[src/hw/dcache_pkg.sv]
package dcache_pkg;

   localparam int PADDR_W     = 15;
   localparam int LINE_BYTES  = 16;
   localparam int LINE_W      = 128;
   localparam int LOAD_W      = 64;
   localparam int OFFSET_W    = 4;
   localparam int BANK_BIT    = 4;
   localparam int SETS        = 8;
   localparam int INDEX_W     = 3;
   localparam int TAG_W       = 7;
   localparam int LINE_ADDR_W = 11;

   typedef enum logic {
      OP_READ,
      OP_WRITE
   } req_op_e;

   // Access size in bytes is 1 << size
   typedef enum logic [1:0] {
      SIZE_1 = 2'd0,
      SIZE_2 = 2'd1,
      SIZE_4 = 2'd2,
      SIZE_8 = 2'd3
   } size_e;

   typedef enum logic [1:0] {
      BANK_IDLE  = 2'd0,
      BANK_READ  = 2'd1,
      BANK_WRITE = 2'd2,
      BANK_FILL  = 2'd3
   } bank_op_e;

   typedef struct packed {
      logic                 valid;
      req_op_e              op;
      logic [PADDR_W-1:0]   addr;
      size_e                size;
      logic [LOAD_W-1:0]    wdata;
   } cpu_req_t;

   typedef struct packed {
      logic                   valid;
      logic [LINE_ADDR_W-1:0] line_addr;
      logic [LINE_W-1:0]      data;
   } fill_t;

   // Data is already placed in its byte lanes
   typedef struct packed {
      bank_op_e              op;
      logic [INDEX_W-1:0]    index;
      logic [TAG_W-1:0]      tag;
      logic [LINE_BYTES-1:0] be;
      logic [LINE_W-1:0]     data;
   } bank_req_t;

   typedef struct packed {
      logic              valid;
      logic              hit;
      logic [LINE_W-1:0] data;
   } bank_resp_t;

   typedef struct packed {
      logic                valid;
      req_op_e             op;
      logic [OFFSET_W-1:0] offset;
      size_e               size;
      logic                use_even;
      logic                use_odd;
      logic                first_odd;
   } align_meta_t;

   function automatic logic [3:0] size_bytes(size_e size);
      return 4'd1 << size;
   endfunction

endpackage

[src/hw/access_split.sv]
`timescale 1ns/1ps

module access_split
   import dcache_pkg::*;
(
   input  logic        clk,
   input  logic        rst_n_i,
   input  cpu_req_t    req_i,
   input  fill_t       fill_i,
   output bank_req_t   even_req_o,
   output bank_req_t   odd_req_o,
   output align_meta_t meta_o
);

   logic [LINE_ADDR_W-1:0]  line0;
   logic [LINE_ADDR_W-1:0]  line1;
   logic [OFFSET_W:0]       end_byte;
   logic                    crossing;
   logic                    first_odd;
   logic [2*LINE_BYTES-1:0] win_be;
   logic [2*LINE_W-1:0]     win_data;
   bank_op_e                first_op;
   bank_op_e                second_op;
   bank_req_t               first_req;
   bank_req_t               second_req;
   bank_req_t               fill_req;
   bank_req_t               even_req_d;
   bank_req_t               odd_req_d;
   align_meta_t             meta_d;

   always_comb begin
      line0     = req_i.addr[PADDR_W-1:OFFSET_W];
      line1     = line0 + 1'b1;
      first_odd = req_i.addr[BANK_BIT];
      end_byte  = {1'b0, req_i.addr[OFFSET_W-1:0]} + {1'b0, size_bytes(req_i.size)};
      crossing  = end_byte > 5'(LINE_BYTES);

      // Byte lanes over the two-line window with the first line in the low half
      win_be   = ((32'd1 << size_bytes(req_i.size)) - 32'd1) << req_i.addr[OFFSET_W-1:0];
      win_data = {192'd0, req_i.wdata} << {req_i.addr[OFFSET_W-1:0], 3'b000};

      first_op  = BANK_IDLE;
      second_op = BANK_IDLE;
      if (req_i.valid) begin
         if (req_i.op == OP_READ) begin
            first_op  = BANK_READ;
            second_op = crossing ? BANK_READ : BANK_IDLE;
         end else if (!crossing) begin
            // Crossing writes are answered as misses
            first_op = BANK_WRITE;
         end
      end

      first_req  = '{op: first_op, index: line0[INDEX_W:1],
                     tag: line0[LINE_ADDR_W-1 -: TAG_W], be: win_be[LINE_BYTES-1:0],
                     data: win_data[LINE_W-1:0]};
      second_req = '{op: second_op, index: line1[INDEX_W:1],
                     tag: line1[LINE_ADDR_W-1 -: TAG_W], be: win_be[2*LINE_BYTES-1:LINE_BYTES],
                     data: win_data[2*LINE_W-1:LINE_W]};
      fill_req   = '{op: BANK_FILL, index: fill_i.line_addr[INDEX_W:1],
                     tag: fill_i.line_addr[LINE_ADDR_W-1 -: TAG_W], be: '1,
                     data: fill_i.data};

      if (fill_i.valid) begin
         even_req_d = fill_i.line_addr[0] ? bank_req_t'('0) : fill_req;
         odd_req_d  = fill_i.line_addr[0] ? fill_req : bank_req_t'('0);
      end else begin
         even_req_d = first_odd ? second_req : first_req;
         odd_req_d  = first_odd ? first_req : second_req;
      end

      meta_d = '{valid: req_i.valid, op: req_i.op, offset: req_i.addr[OFFSET_W-1:0],
                 size: req_i.size, use_even: !first_odd || crossing,
                 use_odd: first_odd || crossing, first_odd: first_odd};
   end

   always_ff @(posedge clk or negedge rst_n_i) begin
      if (!rst_n_i) begin
         even_req_o <= '0;
         odd_req_o  <= '0;
         meta_o     <= '0;
      end else begin
         even_req_o <= even_req_d;
         odd_req_o  <= odd_req_d;
         meta_o     <= meta_d;
      end
   end

endmodule

[src/hw/cache_bank.sv]
`timescale 1ns/1ps

module cache_bank
   import dcache_pkg::*;
(
   input  logic       clk,
   input  logic       rst_n_i,
   input  bank_req_t  req_i,
   output bank_resp_t resp_o
);

   logic [TAG_W-1:0]  tag_q  [SETS];
   logic [LINE_W-1:0] data_q [SETS];
   logic [SETS-1:0]   valid_q;

   logic              hit;
   logic              access;
   logic              resp_valid_q;
   logic              resp_hit_q;
   logic [LINE_W-1:0] resp_data_q;

   // Direct mapped, one line per set
   assign hit    = valid_q[req_i.index] && (tag_q[req_i.index] == req_i.tag);
   assign access = (req_i.op == BANK_READ) || (req_i.op == BANK_WRITE);

   always_ff @(posedge clk or negedge rst_n_i) begin
      if (!rst_n_i) begin
         valid_q      <= '0;
         resp_valid_q <= 1'b0;
         resp_hit_q   <= 1'b0;
      end else begin
         if (req_i.op == BANK_FILL) begin
            valid_q[req_i.index] <= 1'b1;
         end
         resp_valid_q <= access;
         resp_hit_q   <= access && hit;
      end
   end

   always_ff @(posedge clk) begin
      if (req_i.op == BANK_FILL) begin
         tag_q[req_i.index]  <= req_i.tag;
         data_q[req_i.index] <= req_i.data;
      end else if (req_i.op == BANK_WRITE && hit) begin
         // Merge enabled bytes only
         for (int b = 0; b < LINE_BYTES; b++) begin
            if (req_i.be[b]) begin
               data_q[req_i.index][b*8 +: 8] <= req_i.data[b*8 +: 8];
            end
         end
      end

      if (req_i.op == BANK_READ) begin
         resp_data_q <= data_q[req_i.index];
      end
   end

   assign resp_o = '{valid: resp_valid_q, hit: resp_hit_q, data: resp_data_q};

endmodule

[src/hw/output_align.sv]
`timescale 1ns/1ps

module output_align
   import dcache_pkg::*;
(
   input  logic              clk,
   input  logic              rst_n_i,
   input  align_meta_t       meta_i,
   input  bank_resp_t        even_resp_i,
   input  bank_resp_t        odd_resp_i,
   output logic              resp_valid_o,
   output logic              resp_hit_o,
   output logic [LOAD_W-1:0] resp_data_o
);

   align_meta_t         meta_q;
   logic [LINE_W-1:0]   first_line;
   logic [LINE_W-1:0]   second_line;
   logic [2*LINE_W-1:0] window;
   logic [LOAD_W-1:0]   shifted;
   logic [LOAD_W-1:0]   size_mask;
   logic                even_ok;
   logic                odd_ok;
   logic                hit;

   always_comb begin
      first_line  = meta_q.first_odd ? odd_resp_i.data : even_resp_i.data;
      second_line = meta_q.first_odd ? even_resp_i.data : odd_resp_i.data;
      window      = {second_line, first_line};
      shifted     = LOAD_W'(window >> {meta_q.offset, 3'b000});

      if (meta_q.size == SIZE_8) begin
         size_mask = '1;
      end else begin
         size_mask = (64'd1 << {size_bytes(meta_q.size), 3'b000}) - 64'd1;
      end

      // An unused bank does not take part in the hit
      even_ok = !meta_q.use_even || (even_resp_i.valid && even_resp_i.hit);
      odd_ok  = !meta_q.use_odd || (odd_resp_i.valid && odd_resp_i.hit);
      hit     = even_ok && odd_ok;
   end

   always_ff @(posedge clk or negedge rst_n_i) begin
      if (!rst_n_i) begin
         meta_q       <= '0;
         resp_valid_o <= 1'b0;
         resp_hit_o   <= 1'b0;
      end else begin
         meta_q       <= meta_i;
         resp_valid_o <= meta_q.valid;
         resp_hit_o   <= meta_q.valid && hit;
      end
   end

   // Loads only carry data
   always_ff @(posedge clk) begin
      if (meta_q.valid && meta_q.op == OP_READ && hit) begin
         resp_data_o <= shifted & size_mask;
      end else begin
         resp_data_o <= '0;
      end
   end

endmodule

[src/hw/dcache_top.sv]
`timescale 1ns/1ps

module dcache_top
   import dcache_pkg::*;
(
   input  logic              clk,
   input  logic              rst_n_i,
   input  cpu_req_t          req_i,
   input  fill_t             fill_i,
   output logic              resp_valid_o,
   output logic              resp_hit_o,
   output logic [LOAD_W-1:0] resp_data_o
);

   bank_req_t   even_req;
   bank_req_t   odd_req;
   bank_resp_t  even_resp;
   bank_resp_t  odd_resp;
   align_meta_t meta;

   access_split split_i (
      .clk        (clk),
      .rst_n_i    (rst_n_i),
      .req_i      (req_i),
      .fill_i     (fill_i),
      .even_req_o (even_req),
      .odd_req_o  (odd_req),
      .meta_o     (meta)
   );

   // Even line addresses
   cache_bank bank_even (
      .clk     (clk),
      .rst_n_i (rst_n_i),
      .req_i   (even_req),
      .resp_o  (even_resp)
   );

   // Odd line addresses
   cache_bank bank_odd (
      .clk     (clk),
      .rst_n_i (rst_n_i),
      .req_i   (odd_req),
      .resp_o  (odd_resp)
   );

   output_align align_i (
      .clk          (clk),
      .rst_n_i      (rst_n_i),
      .meta_i       (meta),
      .even_resp_i  (even_resp),
      .odd_resp_i   (odd_resp),
      .resp_valid_o (resp_valid_o),
      .resp_hit_o   (resp_hit_o),
      .resp_data_o  (resp_data_o)
   );

endmodule

[config.mk]
export PLATFORM = sky130hd
export DESIGN_NAME = dcache_top
export DESIGN_NICKNAME = d
export VERILOG_FILES = /design/src/hw/dcache_pkg.sv /design/src/hw/access_split.sv /design/src/hw/cache_bank.sv /design/src/hw/output_align.sv /design/src/hw/dcache_top.sv
export SDC_FILE = /design/constraint.sdc
export NUM_CORES = 2
export LEC_CHECK = 0
export BUFFER_PORTS_ARGS = -buffer_cell sky130_fd_sc_hd__buf_4
export CORE_MARGIN = 1.5
export CORE_UTILIZATION = 45
export DETAILED_ROUTE_END_ITERATION = 10
export SYNTH_ARGS = -nofsm -noshare
export SYNTH_HDL_FRONTEND = slang
export SYNTH_HIERARCHICAL = 1
export SYNTH_SLANG_ARGS = --single-unit
[constraint.sdc]
create_clock -name clk -period 5.35 [get_ports clk]
set_clock_uncertainty 0.15 [all_clocks]
set_input_delay 0.2675 -clock clk [delete_from_list [all_inputs] [get_ports clk]]
set_output_delay 0.2675 -clock clk [all_outputs]
set_load 0.02 [all_outputs]
# Word level (Yosys, flattened, before mapping)
# Memories as Yosys holds them, arrays and structs flattened. A register that Yosys moved wholly into a read port is not among the register bits.
# Index checks and enable logic that the tools add are counted.
word_totals:
  register_bits: 420
  ramBits: 2160
  in_bits: 225
  out_inout_bits: 66
  wordCells: 308
  memories: 4
memory_table:
  columns: ["memory", "depth", "width", "read_ports", "rd_ports_with_merged_regs", "write_ports", "line_no", "source"]
  rows:
  - ["bank_even.data_q", 8, 128, 1, 1, 1, "cache_bank.sv:13", "logic [LINE_W-1:0] data_q [SETS];"]
  - ["bank_odd.data_q", 8, 128, 1, 1, 1, "cache_bank.sv:13", null]
  - ["bank_even.tag_q", 8, 7, 1, 0, 1, "cache_bank.sv:12", "logic [TAG_W-1:0] tag_q [SETS];"]
  - ["bank_odd.tag_q", 8, 7, 1, 0, 1, "cache_bank.sv:12", null]
op_classes:
  addsub: 4
  n_lt_le_gt_ge: 5
  n_eq_ne: 9
  n_shift: 7
  muxes: 187
  n_bitwise: 36
  reduce_logical: 23
ops:
  columns: ["operator", "count"]
  rows:
  - ["2-to-1 mux 156 bit", 6]
  - ["2-to-1 mux 128 bit", 2]
  - ["2-to-1 mux 8 bit", 32]
  - ["left shift 64 x 7 -> 256 bit", 1]
  - ["right shift 256 x 7 -> 64 bit", 1]
  - ["2-to-1 mux 1 bit", 137]
  - ["AND 64 bit", 1]
  - ["2-to-1 mux 64 bit", 1]
  - ["left shift 1 x 7 -> 64 bit, first input constant", 1]
  - ["subtractor 64 x 1 -> 64 bit, second input constant", 1]
  - ["bitwise OR 1 bit", 32]
  - ["left shift 1 x 4 -> 32 bit, first input constant", 1]
  - ["left shift 32 x 4 -> 32 bit", 1]
  - ["subtractor 32 x 1 -> 32 bit, second input constant", 1]
  - ["bitwise OR 8 bit", 2]
  - ["equality test 7 bit", 2]
  - ["logical AND 1 bit", 14]
  - ["adder 11 x 1 -> 11 bit, second input constant", 1]
  - ["equality test 2 bit, second input constant", 5]
  - ["2-to-1 mux 2 bit", 5]
  - ["less-than comparator 3 x 4 -> 1 bit, second input constant", 2]
  - ["left shift 1 x 2 -> 4 bit, first input constant", 2]
  - ["binary-select mux 1 bit (select 3 bit)", 2]
  - ["demux 1 bit (select 3 bit)", 2]
  - ["other kinds (7)", 16]

# Logic depth before layout (Yosys ltp)
logic_depth:
  word_depth: 8
  ltp_mapped: 10
  depth_no_buf: 9

# By module
# Netlist, hierarchy kept.
modules_own_cells:
  columns: ["module", "instances", "cells_per_inst", "area_per_inst_um2", "seq_area_each_um2"]
  rows:
  - ["cache_bank", 2, 2242, 43772.0, 36525.0]
  - ["access_split", 1, 1564, 15459.8, 8082.8]
  - ["output_align", 1, 893, 11808.8, 1606.5]

# Worst setup path before layout
# Ideal clock, no wire load.
synth_timing:
  path_kind: "register -> register"
  start: "register split_i/even_req_o[155] in the netlist's numbering"
  end: "register bank_even.resp_data_q[0], read port of bank_even.data_q (enable)"
  setup_ns: 0.503
  arrival_ns: 3.429
  required_ns: 4.697
  setup_slack_ns: 1.268
  stages_incl_launch_ff: 3
  n_path_buf: 0
  period_less_slack_ns: 4.082
  path_cell_list: "dfrtp_1 > inv_1 > ha_1"
synth_between:
  elab_chain_len: 1
synth_lines:
  columns: ["element", "line_no", "source"]
  rows:
  - ["start, declared", "access_split.sv:10", "output bank_req_t even_req_o,"]
  - ["start signal, assigned", "access_split.sv:83", "even_req_o <= even_req_d;"]
  - ["equality test 2 x 1 -> 1 bit", "cache_bank.sv:53", "if (req_i.op == BANK_READ) begin"]
  - ["end, declared", "cache_bank.sv:20", "logic [LINE_W-1:0] resp_data_q;"]
# No other way between the ends.
# A chain may end at the register's enable or synchronous reset.

# Worst setup path in the final report
layout_timing:
  start: "register split_i/odd_req_o[151] in the netlist's numbering"
  end: "memory bank_odd.data_q[0][22] (enable)"
layout_between:
  elab_chain_len: 8
  elab_cells_between_ends: 10
  cone_classes: "eq/ne: 1; mux: 5; bitwise: 1; reduce/logical: 2; memory: 1"
layout_lines:
  columns: ["element", "line_no", "source"]
  rows:
  - ["start, declared", "access_split.sv:11", "output bank_req_t odd_req_o,"]
  - ["start signal, assigned", "access_split.sv:84", "odd_req_o <= odd_req_d;"]
  - ["memory read (8 x 7 bit) / binary-select mux 1 bit (select 3 bit) (equally long branches)", null, null]
  - ["equality test 7 bit / 2-to-1 mux 1 bit (equally long branches)", "cache_bank.sv:23", "assign hit = valid_q[req_i.index] && (tag_q[req_i.index] == req_i.tag);"]
  - ["logical AND 1 bit", "cache_bank.sv:23", null]
  - ["logical AND 1 bit", "cache_bank.sv:44", "end else if (req_i.op == BANK_WRITE && hit) begin"]
  - ["2-to-1 mux 1 bit", "cache_bank.sv:44", null]
  - ["2-to-1 mux 1 bit", "cache_bank.sv:41", "if (req_i.op == BANK_FILL) begin"]
  - ["2-to-1 mux 1 bit (implied by the code)", "cache_bank.sv:48", "data_q[req_i.index][b*8 +: 8] <= req_i.data[b*8 +: 8];"]
  - ["bitwise OR 1 bit (no source line)", null, null]
  - ["end, declared", "cache_bank.sv:13", null]
# Parallel ways exist; a longest one is shown, timed or not. The select of a mux whose other input is x is not followed.

==> results.tsv <==
metric	value	unit
path depth of the worst reg2reg path	7	
crit-path max FO	10	
worst r2r src	split_i/odd_req_o[151]	
Slowest cell on crit path	o41ai_2	
startpoint type of the worst setup path	flip-flop	
first-pass GRT wire length	572	mm
count of cell types in the netlist	87	
WL met1	159	mm
cell chain of the critical path	mux4_2 > mux2i_1 > xor2_1 > o221ai_4 > buf_4 > o41ai_2 > and2_1	
Post-synth top cells	edfxtp_1, a22oi_1, dfrtp_1	
Final Cycle Share	0.825	
initial antenna violation count	85	
routability cong.	1.02	
I/O pins	291	
Mean Syn Cell Area	16.5	sq um
die outline width	508	microns
Yosys warning count	6	
overall routing resource usage	0.322	
Post-Syn Nets	7181	
highest clock rate	226	MHz
Post-synth top flop	edfxtp_1	
Hold Crit Depth	4	
critical path's top delay family	compound AO/OA/AOI/OAI gates	
clk slew on worst S/H paths	60	ps
Seq cells post-synth	2836	
worst skew pair latency	970	ps
non-filler cells, final	11100	
post-synthesis sequential area ratio	0.721	
status	finished with violations	
met2 WL	181	mm
Slew HR	0.0385	
Routed Antenna Nets	0	
Starting Density	0.452	
Placement Rows	185	
DR top layer	met5	
# fillers	20100	
detailed placer's ending HPWL	306	mm
WHS Endpoint	split_i/even_req_o[21]	
CP required	5810	ps
PD cells	387	nW/um^2
Critical path buffers and inverters	1	
CTS tree	yes	
Final Hold Fails	0	
worst reg2reg path endpoint	bank_odd/data_q[0][22]	
Synth top area share	0.632	
Hold Startpoint	fill_i[21]	
Num CTS Buffers	305	
total leakage power	41.9	nW
failing checks	design-rule violations	
most numerous cell in the Yosys netlist	edfxtp_1	
DR pass1 iterations	11	
drt wl/cell	37.8	microns
worst min path class	input port to flip-flop	
CP max stage delay	870	ps
peak supply drop	377	uV
Max Root-Sink Buffers	4	
Die Ht	508	microns
Worst Path Arrival	4870	ps
grt ovf	0	
largest area contributor in the synthesized netlist	edfxtp_1	
largest net degree at the start of global routing	146	
met3 wire length	56.4	mm
clock sinks	2836	
crit path time final	4420	ps
IO buf count	290	
Slew @ Worst Pin	1440	ps
drt drc	2	
via count	74400	
Post-synth EDFFs	2416	
Inst Count DP	10200	
die area	258000	sq um
CP Capture Type	flip-flop	
vias per cell	6.69	
RSZ-0062 raised after global routing	false	
Syn-to-layout area delta	16.3	%
Setup violations, final	0	
max-slew violation count	0	
Crit Path Class	flip-flop to flip-flop	
Max-Cap Viols	0	
Root Driver	clkbuf_16	
FF-to-FF setup slack	930	ps
number of H-tree levels	5	
wirelength, routed	421	mm
synth top area cells	edfxtp_1, dfrtp_1, a22oi_1	
drt initial violations	12900	
Post-Route Setup TNS	0	ps
Core Area	254000	sq um
share of post-route cells with drive strength above 1	0.173	
Gate Count Post-Synth	6941	
Final nets	7739	
vias in the first global route	69900	
Syn Std Cell Area	115000	sq um
Post-synth ARST share	0.126	
metrics by stage:
stage | setup WS, ps | utilization | hold WS (ps) | area (sq um) | power (mW)
after floorplan | 1270 | - | -178 | 115000 | 28.2
after global placement | 1070 | 0.474 | 184 | 120000 | 31.1
after detailed placement | 1030 | 0.474 | 185 | 120000 | 31.1
after CTS | 989 | 0.526 | 0.325 | 133000 | 51.5
after global routing | 778 | 0.526 | 18.9 | 133000 | 52.8
final | 934 | 0.526 | 41.3 | 134000 | 51.7
worst min-delay path: stages:
cell           delay [ps]
dlygate4sd3_1         530
buf_4                 150
a22oi_1                80
o21ai_0                90
logic make-up (layout without fill, tap and decap cells):
family | count (synthesis) | after routing | share of synthesized area
flip-flops | 2836 | 2836 | 0.721
AO/OA/AOI/OAI | 1735 | 1735 | 0.115
AND/OR/NAND/NOR | 1143 | 1143 | 0.0535
multiplexers | 600 | 600 | 0.0845
buffers and inverters | 584 | 1373 | 0.0229
XOR/XNOR | 25 | 25 | 0.00204
adder cells (fa/ha/maj) | 16 | 16 | 0.00179
other | 2 | 38 | 0.0000654
state kept, by name, indices dropped and copies added (netlist names), 56 cells and up:
register and flops:
bank_odd/data_q 1024, bank_even/tag_q 56, split_i/even_req_o 156, bank_odd/resp_data_q 128, split_i/odd_req_o 156, bank_even/resp_data_q 128
bank_odd/tag_q 56, bank_even/data_q 1024, align_i/resp_data_o 64
report_power, final:
group	internal (mW)	total, mW	switching, mW	leakage, nW
Sequential	24.8	25.8	1.02	23.9
Clock	12.0	20.5	8.51	4.70
Combinational	1.77	5.30	3.53	13.3
what timing repair did:
item                      in CTS  in global routing
hold buffers                 354                  0
hold endpoints to repair     617                  0
gates resized for setup        0                  0
setup buffers                  0                  0
how the worst max path moves through the flow:
stage,start,depth (start not counted),slack (ps),endpoint
after floorplan,split_i/even_req_o[155],2,1270,bank_even/resp_data_q[0]
after global placement,split_i/odd_req_o[151],7,1070,bank_odd/data_q[0][18]
after detailed placement,split_i/even_req_o[151],7,1030,bank_even/data_q[6][16]
after CTS,split_i/even_req_o[151],7,990,bank_even/data_q[6][16]
after global routing,split_i/odd_req_o[151],7,780,bank_odd/data_q[0][22]
final,split_i/odd_req_o[151],7,930,bank_odd/data_q[0][22]
metal layers:
metal / vias up / global-route usage
met5: - / 0
met4: 68 / 0.159
met3: 1007 / 0.0983
met2: 5708 / 0.464
met1: 38100 / 0.444
li1: 29500 / -
cell type report:
cell class                 count  area (sq um)  share of cell area
multi-input combinational   3521         29600               0.222
timing repair buffer         766          7000              0.0524
antenna                       36          90.1            0.000675
tap                         3366          4210              0.0315
inverter                      69           259             0.00194
clock inverter               125          1180             0.00887
sequential                  2836         82800               0.620
clock buffer                 413          8420              0.0631
cell usage in the layout, fill, tap and decap left out, types with 12 or more instances in the layout:
master and instances:
a221oi_1 15, mux2i_1 186, o221ai_1 100, clkinv_2 40, a22o_1 12, edfxtp_1 2416
buf_4 384, a22oi_1 1159, o22ai_1 52, nor2b_1 24, nand2_1 298, dfxtp_1 64
o32ai_1 17, inv_1 56, nor3_1 40, o21ai_0 137, a21oi_1 56, and2_1 298
ha_1 12, nand4_1 264, clkbuf_1 79, diode_2 36, o41ai_2 12, xor2_1 13
nor2_1 101, bufinv_16 21, mux4_2 282, mux2_2 118, clkbuf_8 19, o31a_1 24
o21ai_1 57, or2_2 16, dlygate4sd3_1 353, nand3_1 24, buf_12 27, o41ai_4 20
mux2_1 14, dfrtp_1 352, clkbuf_16 314, clkinv_1 49
Note: power is estimated with default switching activity, not from simulation.
